**src/hw/hdc_macros.svh**
```systemverilog
`ifndef HDC_MACROS_SVH
`define HDC_MACROS_SVH

// number of hypervector dimensions
`define HDC_DIM 64

// encoding cores feeding the bundler
`define HDC_CORE_NUM 4

// signed vote counter width per dimension
// 8 bits gives -128 .. 127
`define HDC_CNT_W 8

// readout stream word width
// HDC_DIM must be a whole multiple of this
`define HDC_WORD_W 16

// words in one full readout
`define HDC_WORD_NUM (`HDC_DIM / `HDC_WORD_W)

// word index width, kept at one bit minimum
// so a single-word readout still has a legal index
`define HDC_WORD_IDX_W ((`HDC_WORD_NUM > 1) ? $clog2(`HDC_WORD_NUM) : 1)

`endif

```
**src/hw/hdc_stream_pkg.sv**
```systemverilog
`default_nettype none

`include "hdc_macros.svh"

// readout stream side of the bundler
package hdc_stream_pkg;

    // one word on the output stream
    // word k carries dimensions k*WORD_W upward
    typedef logic [`HDC_WORD_W-1:0] word_t;

    // position of a word inside one readout
    // counts 0 .. HDC_WORD_NUM-1
    typedef logic [`HDC_WORD_IDX_W-1:0] word_idx_t;

endpackage

`default_nettype wire

```
**src/hw/hdc_vec_pkg.sv**
```systemverilog
`default_nettype none

`include "hdc_macros.svh"

// hypervector side of the bundler
package hdc_vec_pkg;

    // one hypervector, bit d is dimension d
    typedef logic [`HDC_DIM-1:0] hv_t;

    // store enable, one bit per core
    typedef logic [`HDC_CORE_NUM-1:0] core_mask_t;

    // one dimension's bit from each core
    // core 0 in the lsb
    typedef logic [`HDC_CORE_NUM-1:0] vote_t;

    // signed accumulator value of one dimension
    typedef logic signed [`HDC_CNT_W-1:0] count_t;

endpackage

`default_nettype wire

```
**src/hw/bundle_array.sv**
```systemverilog
`timescale 1ns/100ps
`default_nettype none

`include "hdc_macros.svh"

module bundle_array (
    input  logic                                   clk,
    input  logic                                   rst_n,
    input  logic                                   clear,
    input  hdc_vec_pkg::core_mask_t                store,
    input  hdc_vec_pkg::hv_t [`HDC_CORE_NUM-1:0]   core_vec,
    output hdc_vec_pkg::hv_t                       sign_vec
);

    import hdc_vec_pkg::*;

    // one counter per dimension
    for (genvar d = 0; d < `HDC_DIM; d++) begin : g_dim

        // bit d of every core, core 0 at lsb
        vote_t vote;

        for (genvar c = 0; c < `HDC_CORE_NUM; c++) begin : g_core
            assign vote[c] = core_vec[c][d];
        end

        // store mask is shared by all dimensions
        dim_counter u_dim_counter (
            .clk      (clk),
            .rst_n    (rst_n),
            .clear    (clear),
            .store    (store),
            .vote     (vote),
            .sign_bit (sign_vec[d])
        );

    end

endmodule

`default_nettype wire

```
**src/hw/dim_counter.sv**
```systemverilog
`timescale 1ns/100ps
`default_nettype none

`include "hdc_macros.svh"

module dim_counter (
    input  logic                    clk,
    input  logic                    rst_n,
    input  logic                    clear,
    input  hdc_vec_pkg::core_mask_t store,
    input  hdc_vec_pkg::vote_t      vote,
    output logic                    sign_bit
);

    import hdc_vec_pkg::*;

    // per-cycle vote sum spans -CORE_NUM .. +CORE_NUM
    localparam int DELTA_W = $clog2(`HDC_CORE_NUM + 1) + 1;
    // room for count plus delta without overflow
    localparam int SUM_W   = `HDC_CNT_W + DELTA_W;

    // counter range limits
    localparam count_t CNT_MAX = {1'b0, {(`HDC_CNT_W - 1){1'b1}}};
    localparam count_t CNT_MIN = {1'b1, {(`HDC_CNT_W - 1){1'b0}}};

    count_t                    count;
    count_t                    count_nxt;
    logic signed [DELTA_W-1:0] delta;
    logic signed [SUM_W-1:0]   sum;

    // net vote of this cycle
    // enabled one adds, enabled zero subtracts
    always_comb begin
        delta = '0;
        for (int i = 0; i < `HDC_CORE_NUM; i++) begin
            if (store[i]) begin
                if (vote[i]) begin
                    delta = delta + DELTA_W'(1);
                end else begin
                    delta = delta - DELTA_W'(1);
                end
            end
        end
    end

    // wide add, both operands sign extended
    assign sum = count + delta;

    // clip back into counter range
    // sticks at the limits rather than wrapping
    always_comb begin
        if (sum > CNT_MAX) begin
            count_nxt = CNT_MAX;
        end else if (sum < CNT_MIN) begin
            count_nxt = CNT_MIN;
        end else begin
            count_nxt = sum[`HDC_CNT_W-1:0];
        end
    end

    // clear has priority, that cycle's votes are dropped
    always_ff @(posedge clk or negedge rst_n) begin
        if (!rst_n) begin
            count <= '0;
        end else if (clear) begin
            count <= '0;
        end else if (|store) begin
            count <= count_nxt;
        end
    end

    // bundled bit, ties and negatives read as 0
    assign sign_bit = (count > 0);

endmodule

`default_nettype wire

```
**src/hw/hdc_bundler_top.sv**
```systemverilog
`timescale 1ns/100ps
`default_nettype none

`include "hdc_macros.svh"

module hdc_bundler_top (
    input  logic                                   clk,
    input  logic                                   rst_n,
    // encoder side
    input  logic                                   clear,
    input  hdc_vec_pkg::core_mask_t                store,
    input  hdc_vec_pkg::hv_t [`HDC_CORE_NUM-1:0]   core_vec,
    // readout request
    input  logic                                   read_start,
    output logic                                   busy,
    // readout stream
    output logic                                   out_valid,
    input  logic                                   out_ready,
    output hdc_stream_pkg::word_t                  out_data,
    output logic                                   out_last
);

    import hdc_vec_pkg::*;

    // bundled class vector, sign of each counter
    hv_t sign_vec;

    // vote accumulation, one counter per dimension
    bundle_array u_bundle_array (
        .clk      (clk),
        .rst_n    (rst_n),
        .clear    (clear),
        .store    (store),
        .core_vec (core_vec),
        .sign_vec (sign_vec)
    );

    // snapshot and serialize on request
    // first word valid one cycle after read_start
    stream_packer u_stream_packer (
        .clk        (clk),
        .rst_n      (rst_n),
        .sign_vec   (sign_vec),
        .read_start (read_start),
        .busy       (busy),
        .out_valid  (out_valid),
        .out_ready  (out_ready),
        .out_data   (out_data),
        .out_last   (out_last)
    );

endmodule

`default_nettype wire

```
**src/hw/stream_packer.sv**
```systemverilog
`timescale 1ns/100ps
`default_nettype none

`include "hdc_macros.svh"

module stream_packer (
    input  logic                  clk,
    input  logic                  rst_n,
    input  hdc_vec_pkg::hv_t      sign_vec,
    input  logic                  read_start,
    output logic                  busy,
    output logic                  out_valid,
    input  logic                  out_ready,
    output hdc_stream_pkg::word_t out_data,
    output logic                  out_last
);

    import hdc_vec_pkg::*;
    import hdc_stream_pkg::*;

    // index of the final word in a readout
    localparam word_idx_t LAST_IDX = word_idx_t'(`HDC_WORD_NUM - 1);

    // frozen copy of the bundled vector
    hv_t       snap;
    // word currently offered on the stream
    word_idx_t idx;
    // request accepted only when idle
    logic      start_acc;
    // handshake on this edge
    logic      xfer;
    logic      at_last;

    assign start_acc = read_start && !busy;
    assign xfer      = out_valid && out_ready;
    assign at_last   = (idx == LAST_IDX);

    // snapshot the sign vector as it stands before this edge
    // later stores leave the readout alone
    always_ff @(posedge clk) begin
        if (start_acc) begin
            snap <= sign_vec;
        end
    end

    // readout control
    always_ff @(posedge clk or negedge rst_n) begin
        if (!rst_n) begin
            busy <= 1'b0;
            idx  <= '0;
        end else if (xfer) begin
            if (at_last) begin
                // final word gone, back to idle
                busy <= 1'b0;
                idx  <= '0;
            end else begin
                idx  <= idx + word_idx_t'(1);
            end
        end else if (start_acc) begin
            busy <= 1'b1;
            idx  <= '0;
        end
    end

    // a word is on offer for the whole readout
    // held stable under back-pressure since idx only moves on xfer
    assign out_valid = busy;

    // lowest dimensions go first
    assign out_data  = snap[idx * `HDC_WORD_W +: `HDC_WORD_W];

    // last flag only alongside a valid word
    assign out_last  = busy && at_last;

endmodule

`default_nettype wire

```
**config.mk**
```make
export PLATFORM = sky130hd
export DESIGN_NAME = hdc_bundler_top
export DESIGN_NICKNAME = d
export VERILOG_FILES = /design/src/hw/hdc_stream_pkg.sv /design/src/hw/hdc_vec_pkg.sv /design/src/hw/bundle_array.sv /design/src/hw/dim_counter.sv /design/src/hw/hdc_bundler_top.sv /design/src/hw/stream_packer.sv
export VERILOG_INCLUDE_DIRS = /design/src /design/src/hw
export SDC_FILE = /design/constraint.sdc
export NUM_CORES = 2
export LEC_CHECK = 0
export ABC_CLOCK_PERIOD_IN_PS = 4200
export BUFFER_PORTS_ARGS = -buffer_cell sky130_fd_sc_hd__buf_2
export CAP_MARGIN = 25
export CORE_MARGIN = 2
export CORE_UTILIZATION = 40
export DETAILED_ROUTE_END_ITERATION = 8
export GPL_ROUTABILITY_DRIVEN = 1
export HOLD_SLACK_MARGIN = 0.05
export PLACE_DENSITY_LB_ADDON = 0.3
export RECOVER_POWER = 100
export SETUP_SLACK_MARGIN = 0.05
export SLEW_MARGIN = 5
export SYNTH_ARGS = -nofsm -noshare
export SYNTH_HDL_FRONTEND = slang
export SYNTH_SLANG_ARGS = --single-unit
```
**constraint.sdc**
```tcl
create_clock -name clk -period 4.2 [get_ports clk]
set_input_delay 0.21 -clock clk [delete_from_list [all_inputs] [get_ports clk]]
set_output_delay 0.21 -clock clk [all_outputs]
set_load 0.05 [all_outputs]
```
==> flow_summary.toml <==
[run_status]
status = "finished with violations"
violations = "max-capacitance violations, max-slew violations, negative setup slack"

[die]
placement_rows = 150
die_w_um = 413
die_y_um = 413
coreArea_mm2 = 0.167
io_pins = 284
start_util = 0.401
die_area_mm2 = 0.170

[cells_and_area]
layout.cells.non_filler = 12200
drive_gt1_frac = 0.335
design_area_mm2 = 0.0948
nets = 11400
final_common_cell = "buf_4"
area_growth_pct = 41.8
final_cell_mix = "buf_4 (1,954), a21oi_1 (878), ha_1 (706)"

[synth]
synthCells = 7713
yosys_warnings = 0
ys_ff_latch = 579
synth-xor-area-share = 0.0708
synth_edf_count = 64
async_reset_ff_frac = 0.889
yosys.area.top_type = "dfrtp_1"
synth_top_area_frac = 0.193
synthAdderAreaFrac = 0.252
synth_area_leaders = "dfrtp_1 (19%), ha_1 (16%), fa_1 (9.6%)"
ys.flop_type = "dfrtp_1"
seq_area_frac_synth = 0.222
yosysUniqueCellTypes = 88
synth_area_mm2 = 0.0668
syn-num-nets = 9132
syn_area_per_cell_um2 = 8.67
synthMuxAreaShare = 0.0237
synth-simple-area-share = 0.129
synth_top_family_by_area = "compound AO/OA/AOI/OAI gates"
synth_compound_area_frac = 0.256

[placed_design]
dpl.cell_count = 11900
io_buffer_count = 283
post_dp_cell_area_mm2 = 0.0868
gp_congestion = 0.906
dp_hpwl_um = 163000

[clock_network]
clock_path_buffers = 3
clock_latency_ns = 0.70
clock-sinks = 579
htreeDepth = 3
cts_tree = "yes"
cts_buffers = 76
cts_root_buf = "clkbuf_16"
clk_pin_slew_ns = 0.06

[global_route]
first_global_vias = 68300
grt_antenna_before_repair = 26
grt_pass1_wl_um = 352000
grt_usage = 0.253
grt_max_degree = 149
grt-ovfl-total = 0

[timing]
drv_slew = 218
setup_violations = 447
finalHoldViolations = 0
finalCritPeriodShare = 1.08
worst_slack_ns = -0.333
tightest_slew_ns = 2.59
slew_headroom = -0.729
min_period_ns = 4.53
fmax_mhz = 221
rsz0062_at_grt = "yes"
clock_skew_ns = 0.0354

[drt]
wl_per_cell_um = 18.0
drcViolationCount = 0
routed_wl_um = 220000
antenna_left = 0
post_drt_via_cell_ratio = 5.50
drtIter0Drc = 4014
firstDrtPassIters = 6
via_count = 67300

[worst_setup_path]
critPathKind = "primary input to flip-flop"
cp-startpoint = "store[0]"
arrival_ns = 5.09
worstRegToRegCells = 2
crit_fanout = 6
rr_startpoint = "u_stream_packer.busy"
startpoint_type = "primary input"
worst_ep_required_time_ns = 4.76
end_kind = "flip-flop"
ff2ff_setup_slack_ns = 1.22
r2r_end = "u_stream_packer.snap[33]"

[job]
drv_cap = 4

[worst_hold_path]
worstHoldEndpoint = "u_bundle_array.g_dim[33].u_dim_counter.count[5]"
holdPathStages = 2
worstHoldPathType = "primary input to flip-flop"
hold_start = "clear"

[power]
p_per_area_mw_per_mm2 = 722
leakage_nw = 45.5
total_power_mw = 68.5
vdd_drop_max_mv = 0.399
per-stage QoR:
step	utilization	setup TNS (ns)	setup slack, ns	hold WS (ns)
2_1_floorplan	-	-772.90	-2.25	-0.0856
6_report	0.569	-67.78	-0.333	0.187
5_1_grt	0.569	-170.49	-0.543	0.190
3_3_place_gp	0.521	-442.29	-1.11	0.322
3_5_place_dp	0.521	-497.70	-1.36	0.309
4_1_cts	0.558	-51.73	-0.249	0.142
layout make-up:
cell class / count / area (um^2)
Antenna cell: 12 / 30.0
Tap cell: 2204 / 2760
Clock buffer: 102 / 2130
Clock inverter: 39 / 455
Multi-Input combinational cell: 6330 / 53800
Timing Repair Buffer: 2393 / 18600
Fill cell: 14400 / 71900
Sequential cell: 579 / 14800
Inverter: 580 / 2200
power by group:
group	switching (mW)	internal, mW
Combinational	24.9	25.9
Clock	2.82	4.13
Sequential	2.63	8.15
Total	30.3	38.2
sequential cells by signal, indices dropped and copies added (netlist names):
signal                                    flops
u_stream_packer.snap                         64
u_stream_packer.busy                          1
u_bundle_array.g_dim.u_dim_counter.count    512
u_stream_packer.idx                           2
logic make-up (layout without fill, tap and decap cells):
kind of cell | Yosys count | count (layout)
flip-flops | 579 | 579
AND/OR/NAND/NOR | 1859 | 1859
buffers and inverters | 804 | 3114
multiplexers | 130 | 130
AO/OA/AOI/OAI | 2646 | 2646
other | 0 | 12
XOR/XNOR | 540 | 540
adder cells (fa/ha/maj) | 1155 | 1155
Yosys cell counts (76+ instances only):
cell      instances
a211oi_1        110
nand3_1         101
a21oi_1        1044
nor3_1          141
dfrtp_1         515
ha_1            834
o21ai_0         421
nor4_1           76
inv_1           580
a21o_1          328
clkbuf_1        119
xnor2_1         350
nor2_1          508
a31oi_1          98
nand2_1         676
a22oi_1          99
xor2_1          190
fa_1            320
worst max-delay path, stage by stage:
cell,delay (ns)
clkbuf_16,0.15
buf_4,0.23
buf_4,0.20
fa_1,0.53
a21o_1,0.14
inv_1,0.06
fa_1,0.49
nand2_1,0.06
o21ai_2,0.07
inv_1,0.06
ha_1,0.27
a21o_1,0.17
a21oi_2,0.16
xnor2_1,0.17
nand2_2,0.13
xnor2_4,0.38
ha_4,0.28
a21oi_4,0.16
a21oi_2,0.08
or4_1,0.48
a22oi_2,0.25
o21ai_1,0.12
a22o_1,0.21
worst max-delay path by stage:
stage / end / slack (ns) / depth (start not counted)
6_report: u_bundle_array.g_dim[53].u_dim_counter.count[3] / -0.33 / 23
5_1_grt: u_bundle_array.g_dim[53].u_dim_counter.count[3] / -0.54 / 25
4_1_cts: u_bundle_array.g_dim[33].u_dim_counter.count[5] / -0.25 / 26
3_5_place_dp: u_bundle_array.g_dim[62].u_dim_counter.count[6] / -1.36 / 25
3_3_place_gp: u_bundle_array.g_dim[62].u_dim_counter.count[6] / -1.11 / 25
2_1_floorplan: u_bundle_array.g_dim[60].u_dim_counter.count[3] / -2.25 / 25
timing repair:
| item | CTS | global route |
|---|---|---|
| buffers inserted | 97 | 43 |
| endpoints found under the setup margin | 486 | 512 |
| pin swaps | 197 | 120 |
| hold buffers | 4 | 0 |
| resized for setup | 500 | 346 |
| hold endpoints to repair | 80 | 0 |
| gates cloned | 9 | 0 |
layer usage:
| metal | vias to the layer above | wire, um | GRT usage |
|---|---|---|---|
| met4 | 2 | 6810 | 0.0833 |
| met2 | 1602 | 105000 | 0.430 |
| met5 | - | 12 | 0 |
| met1 | 32900 | 97000 | 0.332 |
| li1 | 32400 | - | - |
| met3 | 355 | 11200 | 0.0309 |
Note: power is estimated with default switching activity, not from simulation.
